[src/logic/filter_pkg.sv]
package filter_pkg;

  // ====================
  // Frame geometry
  // ====================

  localparam int FRAME_ROWS = 5;
  localparam int FRAME_COLS = 5;
  localparam int FRAME_PIXELS = FRAME_ROWS * FRAME_COLS;

  // Zero steps after the last pixel push the bottom row and right column out
  localparam int FLUSH_STEPS = FRAME_COLS + 1;

  localparam int ROW_W = $clog2(FRAME_ROWS);
  localparam int COL_W = $clog2(FRAME_COLS);
  localparam int PIX_CNT_W = $clog2(FRAME_PIXELS);
  localparam int FLUSH_CNT_W = $clog2(FLUSH_STEPS);

  // ====================
  // Datapath widths
  // ====================

  localparam int PIX_W = 8;

  // Kernel weights add up to 16, so the sum needs 4 bits above the pixel
  localparam int SUM_W = 12;
  localparam int KERNEL_SHIFT = 4;

  typedef logic [PIX_W-1:0] pix_t;

endpackage
[src/logic/conv3x3_top.sv]
`timescale 1ns/1ps

module conv3x3_top (
  input  logic             clk,
  input  logic             rst_n,
  input  logic             i_pix_valid,
  output logic             o_pix_ready,
  input  filter_pkg::pix_t i_pix,
  output logic             o_out_valid,
  input  logic             i_out_ready,
  output filter_pkg::pix_t o_out_pix,
  output logic             o_out_last
);
  import filter_pkg::*;

  logic step_en;
  logic emit_en;
  logic frame_last_step;
  logic out_free;
  logic win_valid;
  logic win_last;
  pix_t step_pix;
  pix_t tap_top;
  pix_t tap_mid;
  pix_t tap_bot;
  pix_t win0;
  pix_t win1;
  pix_t win2;
  pix_t win3;
  pix_t win4;
  pix_t win5;
  pix_t win6;
  pix_t win7;
  pix_t win8;

  frame_sequencer seq_i (
    .clk               (clk),
    .rst_n             (rst_n),
    .i_pix_valid       (i_pix_valid),
    .i_pix             (i_pix),
    .o_pix_ready       (o_pix_ready),
    .i_out_free        (out_free),
    .o_step_en         (step_en),
    .o_step_pix        (step_pix),
    .o_emit_en         (emit_en),
    .o_frame_last_step (frame_last_step)
  );

  row_buffer rows_i (
    .clk       (clk),
    .rst_n     (rst_n),
    .i_step_en (step_en),
    .i_pix     (step_pix),
    .o_tap_top (tap_top),
    .o_tap_mid (tap_mid),
    .o_tap_bot (tap_bot)
  );

  window_3x3 win_i (
    .clk               (clk),
    .rst_n             (rst_n),
    .i_step_en         (step_en),
    .i_emit_en         (emit_en),
    .i_frame_last_step (frame_last_step),
    .i_tap_top         (tap_top),
    .i_tap_mid         (tap_mid),
    .i_tap_bot         (tap_bot),
    .o_win0            (win0),
    .o_win1            (win1),
    .o_win2            (win2),
    .o_win3            (win3),
    .o_win4            (win4),
    .o_win5            (win5),
    .o_win6            (win6),
    .o_win7            (win7),
    .o_win8            (win8),
    .o_win_valid       (win_valid),
    .o_win_last        (win_last)
  );

  kernel_mac mac_i (
    .clk         (clk),
    .rst_n       (rst_n),
    .i_step_en   (step_en),
    .i_win0      (win0),
    .i_win1      (win1),
    .i_win2      (win2),
    .i_win3      (win3),
    .i_win4      (win4),
    .i_win5      (win5),
    .i_win6      (win6),
    .i_win7      (win7),
    .i_win8      (win8),
    .i_win_valid (win_valid),
    .i_win_last  (win_last),
    .i_out_ready (i_out_ready),
    .o_out_free  (out_free),
    .o_out_valid (o_out_valid),
    .o_out_pix   (o_out_pix),
    .o_out_last  (o_out_last)
  );

endmodule

[src/logic/frame_sequencer.sv]
`timescale 1ns/1ps

module frame_sequencer (
  input  logic             clk,
  input  logic             rst_n,
  input  logic             i_pix_valid,
  input  filter_pkg::pix_t i_pix,
  output logic             o_pix_ready,
  input  logic             i_out_free,
  output logic             o_step_en,
  output filter_pkg::pix_t o_step_pix,
  output logic             o_emit_en,
  output logic             o_frame_last_step
);
  import filter_pkg::*;

  logic                   flushing;
  logic [PIX_CNT_W-1:0]   pix_cnt;
  logic [FLUSH_CNT_W-1:0] flush_cnt;
  logic                   pix_last;
  logic                   flush_last;

  assign pix_last   = (pix_cnt == PIX_CNT_W'(FRAME_PIXELS - 1));
  assign flush_last = (flush_cnt == FLUSH_CNT_W'(FLUSH_STEPS - 1));

  // ====================
  // Step control
  // ====================

  // Nothing moves while the output register holds an untaken pixel
  assign o_pix_ready = ~flushing & i_out_free;
  assign o_step_en   = i_out_free & (flushing | i_pix_valid);
  assign o_step_pix  = flushing ? '0 : i_pix;

  // The first FLUSH_STEPS input steps only fill the row buffer and window
  assign o_emit_en         = flushing | (pix_cnt >= PIX_CNT_W'(FLUSH_STEPS));
  assign o_frame_last_step = flushing & flush_last;

  always_ff @(posedge clk) begin
    if (!rst_n) begin
      flushing  <= 1'b0;
      pix_cnt   <= '0;
      flush_cnt <= '0;
    end else if (o_step_en) begin
      if (flushing) begin
        if (flush_last) begin
          flushing  <= 1'b0;
          flush_cnt <= '0;
        end else begin
          flush_cnt <= flush_cnt + 1'b1;
        end
      end else begin
        if (pix_last) begin
          flushing <= 1'b1;
          pix_cnt  <= '0;
        end else begin
          pix_cnt <= pix_cnt + 1'b1;
        end
      end
    end
  end

endmodule

[src/logic/kernel_mac.sv]
`timescale 1ns/1ps

module kernel_mac (
  input  logic             clk,
  input  logic             rst_n,
  input  logic             i_step_en,
  input  filter_pkg::pix_t i_win0,
  input  filter_pkg::pix_t i_win1,
  input  filter_pkg::pix_t i_win2,
  input  filter_pkg::pix_t i_win3,
  input  filter_pkg::pix_t i_win4,
  input  filter_pkg::pix_t i_win5,
  input  filter_pkg::pix_t i_win6,
  input  filter_pkg::pix_t i_win7,
  input  filter_pkg::pix_t i_win8,
  input  logic             i_win_valid,
  input  logic             i_win_last,
  input  logic             i_out_ready,
  output logic             o_out_free,
  output logic             o_out_valid,
  output filter_pkg::pix_t o_out_pix,
  output logic             o_out_last
);
  import filter_pkg::*;

  logic [SUM_W-1:0] weighted;
  logic             win_fresh;
  logic             load;

  // 1-2-1 / 2-4-2 / 1-2-1 weights
  assign weighted = SUM_W'(i_win0) + (SUM_W'(i_win1) << 1) + SUM_W'(i_win2)
                  + (SUM_W'(i_win3) << 1) + (SUM_W'(i_win4) << 2) + (SUM_W'(i_win5) << 1)
                  + SUM_W'(i_win6) + (SUM_W'(i_win7) << 1) + SUM_W'(i_win8);

  assign o_out_free = ~o_out_valid | i_out_ready;

  // Window content is consumed once, either at the next step or as soon as the
  // output register has room, which also drains the last window of a frame
  assign load = o_out_free & win_fresh & i_win_valid;

  always_ff @(posedge clk) begin
    if (!rst_n) begin
      win_fresh <= 1'b0;
    end else if (i_step_en) begin
      win_fresh <= 1'b1;
    end else if (load) begin
      win_fresh <= 1'b0;
    end
  end

  always_ff @(posedge clk) begin
    if (!rst_n) begin
      o_out_valid <= 1'b0;
    end else if (load) begin
      o_out_valid <= 1'b1;
    end else if (i_out_ready) begin
      o_out_valid <= 1'b0;
    end
  end

  always_ff @(posedge clk) begin
    if (load) begin
      o_out_pix  <= weighted[KERNEL_SHIFT +: PIX_W];
      o_out_last <= i_win_last;
    end
  end

endmodule

[src/logic/window_3x3.sv]
`timescale 1ns/1ps

module window_3x3 (
  input  logic             clk,
  input  logic             rst_n,
  input  logic             i_step_en,
  input  logic             i_emit_en,
  input  logic             i_frame_last_step,
  input  filter_pkg::pix_t i_tap_top,
  input  filter_pkg::pix_t i_tap_mid,
  input  filter_pkg::pix_t i_tap_bot,
  output filter_pkg::pix_t o_win0,
  output filter_pkg::pix_t o_win1,
  output filter_pkg::pix_t o_win2,
  output filter_pkg::pix_t o_win3,
  output filter_pkg::pix_t o_win4,
  output filter_pkg::pix_t o_win5,
  output filter_pkg::pix_t o_win6,
  output filter_pkg::pix_t o_win7,
  output filter_pkg::pix_t o_win8,
  output logic             o_win_valid,
  output logic             o_win_last
);
  import filter_pkg::*;

  // Two older columns per row, index 1/3/5 is the newer one
  pix_t shift_q  [6];
  pix_t win_next [9];

  logic [ROW_W-1:0] row;
  logic [COL_W-1:0] col;

  logic top_edge;
  logic bot_edge;
  logic left_edge;
  logic right_edge;
  logic emit;

  assign emit       = i_step_en & i_emit_en;
  assign top_edge   = (row == '0);
  assign bot_edge   = (row == ROW_W'(FRAME_ROWS - 1));
  assign left_edge  = (col == '0);
  assign right_edge = (col == COL_W'(FRAME_COLS - 1));

  // ====================
  // Centre position
  // ====================

  always_ff @(posedge clk) begin
    if (!rst_n) begin
      row <= '0;
      col <= '0;
    end else if (emit) begin
      if (right_edge) begin
        col <= '0;
        row <= bot_edge ? '0 : row + 1'b1;
      end else begin
        col <= col + 1'b1;
      end
    end
  end

  always_ff @(posedge clk) begin
    if (!rst_n) begin
      for (int i = 0; i < 6; i++) begin
        shift_q[i] <= '0;
      end
    end else if (i_step_en) begin
      shift_q[0] <= shift_q[1];
      shift_q[1] <= i_tap_top;
      shift_q[2] <= shift_q[3];
      shift_q[3] <= i_tap_mid;
      shift_q[4] <= shift_q[5];
      shift_q[5] <= i_tap_bot;
    end
  end

  // The window is taken after this step's shift, with taps outside the frame cleared
  always_comb begin
    win_next[0] = (top_edge | left_edge)  ? '0 : shift_q[0];
    win_next[1] = top_edge                ? '0 : shift_q[1];
    win_next[2] = (top_edge | right_edge) ? '0 : i_tap_top;
    win_next[3] = left_edge               ? '0 : shift_q[2];
    win_next[4] = shift_q[3];
    win_next[5] = right_edge              ? '0 : i_tap_mid;
    win_next[6] = (bot_edge | left_edge)  ? '0 : shift_q[4];
    win_next[7] = bot_edge                ? '0 : shift_q[5];
    win_next[8] = (bot_edge | right_edge) ? '0 : i_tap_bot;
  end

  // ====================
  // Window output
  // ====================

  always_ff @(posedge clk) begin
    if (!rst_n) begin
      o_win0      <= '0;
      o_win1      <= '0;
      o_win2      <= '0;
      o_win3      <= '0;
      o_win4      <= '0;
      o_win5      <= '0;
      o_win6      <= '0;
      o_win7      <= '0;
      o_win8      <= '0;
      o_win_valid <= 1'b0;
      o_win_last  <= 1'b0;
    end else if (i_step_en) begin
      o_win_valid <= i_emit_en;
      o_win_last  <= i_emit_en & i_frame_last_step;
      if (i_emit_en) begin
        o_win0 <= win_next[0];
        o_win1 <= win_next[1];
        o_win2 <= win_next[2];
        o_win3 <= win_next[3];
        o_win4 <= win_next[4];
        o_win5 <= win_next[5];
        o_win6 <= win_next[6];
        o_win7 <= win_next[7];
        o_win8 <= win_next[8];
      end
    end
  end

endmodule

[src/logic/row_buffer.sv]
`timescale 1ns/1ps

module row_buffer (
  input  logic             clk,
  input  logic             rst_n,
  input  logic             i_step_en,
  input  filter_pkg::pix_t i_pix,
  output filter_pkg::pix_t o_tap_top,
  output filter_pkg::pix_t o_tap_mid,
  output filter_pkg::pix_t o_tap_bot
);
  import filter_pkg::*;

  // Each line delays the stream by exactly one frame row
  pix_t line_mid [FRAME_COLS];
  pix_t line_top [FRAME_COLS];

  always_ff @(posedge clk) begin
    if (!rst_n) begin
      for (int i = 0; i < FRAME_COLS; i++) begin
        line_mid[i] <= '0;
        line_top[i] <= '0;
      end
    end else if (i_step_en) begin
      line_mid[0] <= i_pix;
      line_top[0] <= line_mid[FRAME_COLS-1];
      for (int i = 1; i < FRAME_COLS; i++) begin
        line_mid[i] <= line_mid[i-1];
        line_top[i] <= line_top[i-1];
      end
    end
  end

  // The bottom tap is the pixel of the current step itself
  assign o_tap_bot = i_pix;
  assign o_tap_mid = line_mid[FRAME_COLS-1];
  assign o_tap_top = line_top[FRAME_COLS-1];

endmodule

[config.mk]
export PLATFORM = sky130hd
export DESIGN_NAME = conv3x3_top
export DESIGN_NICKNAME = d
export VERILOG_FILES = /design/src/logic/filter_pkg.sv /design/src/logic/conv3x3_top.sv /design/src/logic/frame_sequencer.sv /design/src/logic/kernel_mac.sv /design/src/logic/window_3x3.sv /design/src/logic/row_buffer.sv
export SDC_FILE = /design/constraint.sdc
export NUM_CORES = 1
export LEC_CHECK = 0
export ABC_AREA = 1
export BUFFER_PORTS_ARGS = -buffer_cell sky130_fd_sc_hd__buf_2
export CORE_ASPECT_RATIO = 0.75
export CORE_UTILIZATION = 63
export DETAILED_ROUTE_END_ITERATION = 8
export PLACE_DENSITY = 0.8
export SYNTH_ARGS = -nofsm -noshare
export SYNTH_HDL_FRONTEND = slang
export SYNTH_SLANG_ARGS = --single-unit
[constraint.sdc]
create_clock -name clk -period 5.77 [get_ports clk]
set_clock_uncertainty 0.15 [all_clocks]
set_input_delay 0.2885 -clock clk [delete_from_list [all_inputs] [get_ports clk]]
set_output_delay 0.2885 -clock clk [all_outputs]
set_load 0.05 [all_outputs]
* Word-level counts from Yosys, hierarchy flattened *
Memories as Yosys holds them, arrays and structs flattened.
Cells that the tools add are included.
W data, S select, Z words.

operators by class
  bitwise logic cells = 32
  reduce and logical (&&, ||, !) cells = 8
  shift operators = 0
  $mul = 0
  multiplexer cells = 40
  $lt $le $gt $ge = 1
  add/subtract/negate cells = 12
  divide/modulo/power cells = 0
  equal/unequal tests = 4

operators by type and width
  operator               count
  $mux W8                25
  $add A12 B8 Y12        3
  $add A12 B9 Y12        3
  $or A1 B1 Y1           23
  $add A12 B10 Y12       1
  $mux W1                11
  $add A8 B9 Y10         1
  $add A3 B1 Y3 const B  3
  $eq A3 B3 Y1 const B   3
  $mux W3                3
  $reduce_and A2 Y1      4
  $and A1 B1 Y1          7
  $logic_not A3 Y1       2
  $add A5 B1 Y5 const B  1
  $eq A5 B5 Y1 const B   1
  $ge A5 B3 Y1 const B   1
  $mux W5                1
  $reduce_bool A2 Y1     2
  $not A1 Y1             2

word-level totals
  memory bits (writable) = 128
  register bits = 100
  input bits = 12
  memories kept = 3
  latch bits = 0
  bits in read-only memories = 0

memories
  name             depth  width  rd ports  clocked after memory_dff  wr ports  RTL line          text
  win_i.shift_q    6      8      6         0                         6         window_3x3.sv:27  pix_t shift_q [6];
  rows_i.line_mid  5      8      5         0                         5         row_buffer.sv:15  pix_t line_mid [FRAME_COLS];
  rows_i.line_top  5      8      5         0                         5         row_buffer.sv:16  pix_t line_top [FRAME_COLS];

* Depth between registers and ports, before layout *
  word-level depth = 8
  depth in mapped cells = 22
  gate-level depth less buffers = 22

* Hierarchy *
From an unflattened synthesis, not the netlist that was laid out.

unflattened totals
  cells, all modules = 1261
  area, all modules = 11364.6 µm²

by module, submodules not included
  module           cells an instance  area an instance (µm²)  instances
  window_3x3       655                5332.6                  1
  row_buffer       275                3296.9                  1
  kernel_mac       243                2179.6                  1
  frame_sequencer  88                 555.5                   1

* Least setup slack after synthesis *
No wires, ideal clock.

  path type = register -> register
  from = register win_i.o_win1[0]
  to = register mac_i.o_out_pix[6] (data pin)
  buffers on the path = 0
  stages on the path, launching flop included = 22
  slack = 957 ps
  arrival time = 4411 ps
  cell sequence = dfxtp_1 -> ha_1 -> inv_1 -> fa_1 -> inv_1 -> nand4_1 -> nand3_1 -> nand2_1 -> nand2_1 -> inv_1 -> fa_1 -> inv_1 -> fa_1 -> fa_1 -> fa_1 -> inv_1 -> ha_1 -> a21o_1 -> a21boi_0 -> nand2_1 -> nand2_1 -> nand2_1

on the way
  word-level cells in the longest chain between the ends = 8

RTL lines
  element                   RTL line           text
  start: declaration        window_3x3.sv:13   output filter_pkg::pix_t o_win1,
  start signal: assignment  window_3x3.sv:113  o_win1 <= win_next[1];
  $add A8 B9 Y10            kernel_mac.sv:31   assign weighted = SUM_W'(i_win0) + (SUM_W'(i_win1) << 1) + SUM_W'(i_win2)
  $add A12 B8 Y12           kernel_mac.sv:31
  $add A12 B9 Y12           kernel_mac.sv:32   + (SUM_W'(i_win3) << 1) + (SUM_W'(i_win4) << 2) + (SUM_W'(i_win5) << 1)
  $add A12 B10 Y12          kernel_mac.sv:32
  $add A12 B9 Y12           kernel_mac.sv:32
  $add A12 B8 Y12           kernel_mac.sv:33   + SUM_W'(i_win6) + (SUM_W'(i_win7) << 1) + SUM_W'(i_win8);
  $add A12 B9 Y12           kernel_mac.sv:33
  $add A12 B8 Y12           kernel_mac.sv:33
  via mac_i.weighted[10]    kernel_mac.sv:26   logic [SUM_W-1:0] weighted;
  end signal: assignment    kernel_mac.sv:63   o_out_pix <= weighted[KERNEL_SHIFT +: PIX_W];
  end: declaration          kernel_mac.sv:21   output filter_pkg::pix_t o_out_pix,

The timed path passes the listed nets, and every way through them passes these cells.
A chain may end at the register's enable or synchronous reset.

* Worst setup path after layout *
Same ends and word-level chain as after synthesis.

==> impl_results.md <==
* Status: completed
* Pwr/cell area at 272 mW/mm²
* Worst R2R Start: win_i.o_win1[0]$_SDFFE_PN0P_
* Crit path from: win_i.o_win1[0]$_SDFFE_PN0P_
* Seq/Total Area, Yosys at 52.1%
* Final setup viols at 0
* Initial antenna violation count at 0
* Cell row count at 38
* Routed via count at 6664
* Die height at 109 µm
* CTS H-tree depth at 4
* Largest net degree at the start of global routing at 82
* Avg Inst Size Synth at 9.22 µm²
* CP cell instances: ha_1 > inv_1 > fa_1 > inv_1 > nand4_1 > nand3_1 > nand2_1 > nand2_1 > inv_1 > fa_1 > inv_1 > fa_1 > fa_1 > fa_1 > inv_1 > ha_1 > a21o_1 > a21boi_0 > nand2_1 > nand2_1 > nand2_1
* CP max FO at 5
* Buf+Inv Stages, Crit Path at 5
* Ys flop type: edfxtp_1
* Critical Setup Path Class: register to register
* # Post-CTS Setup Buffers at 0
* Fin Setup TNS at 0 ns
* DR WL/cell at 15.8 µm
* Initial cell density of the core at 65.3%
* Fraction of layout cells with a size suffix above 1 at 6.30%
* Minimum clock period at 5.09 ns
* Slew headroom at 21.8%
* Remaining DRCs at 0
* First-pass GRT wire length at 32.5 mm
* Yosys warns at 0
* Cell Area, Synth at 0.00956 mm²
* WL final at 20.0 mm
* Hold/Removal Path Class: primary input to register
* Crit-path slowest cell: fa_1
* Maximum clock rate at 197 MHz
* Drt initial violations at 649
* Hold path startpoint: i_pix[4]
* Leakage power at 4.40 nW
* GRT Total Usage at 28.3%
* Minimum hold slack at 0.0326 ns
* Async set-reset flop share out of synthesis at 0%
* Total grt overflow at 0
* Worst-Margin Slew at 1.17 ns
* DRT Pass-1 Iters at 5
* Worst Path Required at 5.82 ns
* Final Cycle Share at 88.1%
* Die ar. at 0.0157 mm²
* Startpoint class of the critical path: register
* Routability cong. at 0.881
* IO Port Bufs at 22
* Vias in the first global route at 6381
* Fin. Hold Viols at 0
* Worst path max stage delay at 0.54 ns
* CORE AREA at 0.0146 mm²
* RSZ-0062 raised after global routing: false
* Fillcell total at 1112
* Antenna diodes at 0
* Yosys reg bits at 196
* Worst EP arrival at 5.14 ns
* CTS max path bufs at 2
* Clock Pin Slew Worst Setup and Hold Paths at 0.07 ns
* Final ANT Viol Nets at 0
* Horiz. Die Dim at 144 µm
* Root Driver: clkbuf_16
* Worst IR Drop VDD at 0.204 mV
* CTS tree: done
* Layout area overhead at 8.97%
* Top Ports at 23
* Net Count, Synth at 1123
* Clk Latency, worst-skew pair at 0.45 ns
* Crit path max-delay family: adder cells
* Yosys cell types at 31
* Fin. max-slew vios at 0
* Critical Path End Type: register
* Clock buffer count from CTS at 17
* Vias per cell at 5.28
* Final nets at 1136
* DP Wirelength at 12.9 mm
* Mapped Cells at 1037
* EDFF count, synth at 105
* Clk sinks at 196
* Max capacitance violation total at 0
cells in the mapped netlist, types with 10 or more instances:
| library cell | n | area, µm² |
|---|---|---|
| o21ai_0 | 77 | 385 |
| nand2_1 | 117 | 439 |
| edfxtp_1 | 105 | 3150 |
| nor2_1 | 204 | 766 |
| nand3_1 | 53 | 265 |
| fa_1 | 48 | 961 |
| dfxtp_1 | 91 | 1820 |
| clkbuf_1 | 10 | 37.5 |
| buf_4 | 10 | 75.1 |
| nand4_1 | 10 | 62.6 |
| buf_2 | 16 | 80.1 |
| inv_1 | 201 | 754 |
| a21oi_1 | 25 | 125 |
| ha_1 | 26 | 325 |
per-layer routing:
metal	up-vias	share of wire, %	wire (µm)	global-route usage (%)
li1	3257	-	-	-
met1	3110	45	9060	39.4
met2	255	44	8720	42.1
met3	42	8.9	1780	8.56
met4	0	2.2	431	10.5
met5	-	0	0	0
per-stage QoR:
| step | std cells | setup WS [ns] | area [µm²] | power (mW) | util [%] |
|---|---|---|---|---|---|
| after floorplan | 1037 | 0.957 | 9560 | 1.63 | - |
| after global placement | 1225 | 0.811 | 9760 | 1.66 | 66.7 |
| after detailed placement | 1225 | 0.705 | 9760 | 1.67 | 66.7 |
| after CTS | 1263 | 0.678 | 10400 | 2.84 | 71.1 |
| after global routing | 1263 | 0.298 | 10400 | 2.92 | 71.1 |
| final | 1263 | 0.684 | 10400 | 2.83 | 71.1 |
final cells by class:
class                           instances  area (µm²)  area share [%]
Multi-Input combinational cell        601        3640            34.9
Tap cell                              200         250            2.40
Clock buffer                           17         425            4.09
Timing Repair Buffer                   32         200            1.92
Inverter                              202         758            7.28
Sequential cell                       196        4970            47.8
Clock inverter                         15         166            1.60
logic make-up (layout without fill, tap and decap cells):
group                      Yosys count  count (layout)  synth area share (%)
and+or+nand+nor                    398             398                  16.9
buffers and inverters              240             266                  10.1
AOI/OAI and AO/OA                  117             117                  6.35
xor gates and xnor gates            12              12                  1.10
DFF                                196             196                  52.1
adders and majority gates           74              74                  13.5
path summary, 6_finish.rpt:
path	endpoint	slack [ns]	cells after the start
worst max-delay path	mac_i.o_out_pix[6]$_DFFE_PP_	0.68	21
worst min-delay path	win_i.o_win8[4]$_SDFFE_PN0P_	0.03	3
worst max register to register	mac_i.o_out_pix[6]$_DFFE_PP_	0.68	21
worst min register to register	mac_i.o_out_last$_DFFE_PP_	0.29	0
registers in the layout, summed over array words and instances (netlist names), 5 cells and up:
register	count
seq_i.pix_cnt	5
win_i.shift_q	16
win_i.o_win6	8
rows_i.line_mid	40
win_i.o_win5	8
mac_i.o_out_pix	8
win_i.o_win7	8
win_i.o_win1	8
rows_i.line_top	40
win_i.o_win4	8
win_i.o_win3	8
win_i.o_win8	8
win_i.o_win0	8
win_i.o_win2	8
layout by cell type, fill, tap and decap left out, types with 8 or more instances in the layout:
cell type	instances
nand3_1	53
edfxtp_1	105
ha_1	26
nand4_1	10
dfxtp_1	91
fa_1	48
xor2_1	8
o21ai_0	77
clkbuf_16	17
nand2_1	116
buf_2	22
inv_1	201
nor2_1	203
a21oi_1	25
worst register-to-register path, delay by kind of cell, from the launching register on:
family,cells,cell delay (ns)
flip-flops,1,0.34
AO/OA/AOI/OAI,2,0.41
buffers and inverters,5,0.32
AND/OR/NAND/NOR,7,0.54
adder cells (fa/ha/maj),7,3.09
timing repair:
action | CTS | global route
hold buffers | 6 | 0
endpoints found under the hold margin | 6 | 0
gates resized for setup | 0 | 0
power breakdown:
part | internal [mW] | total, mW | switching, mW
registers | 1.51 | 1.53 | 0.0196
logic | 0.0289 | 0.107 | 0.0784
clock network | 0.617 | 1.19 | 0.575
No activity file was read; power rests on OpenSTA's default activity.
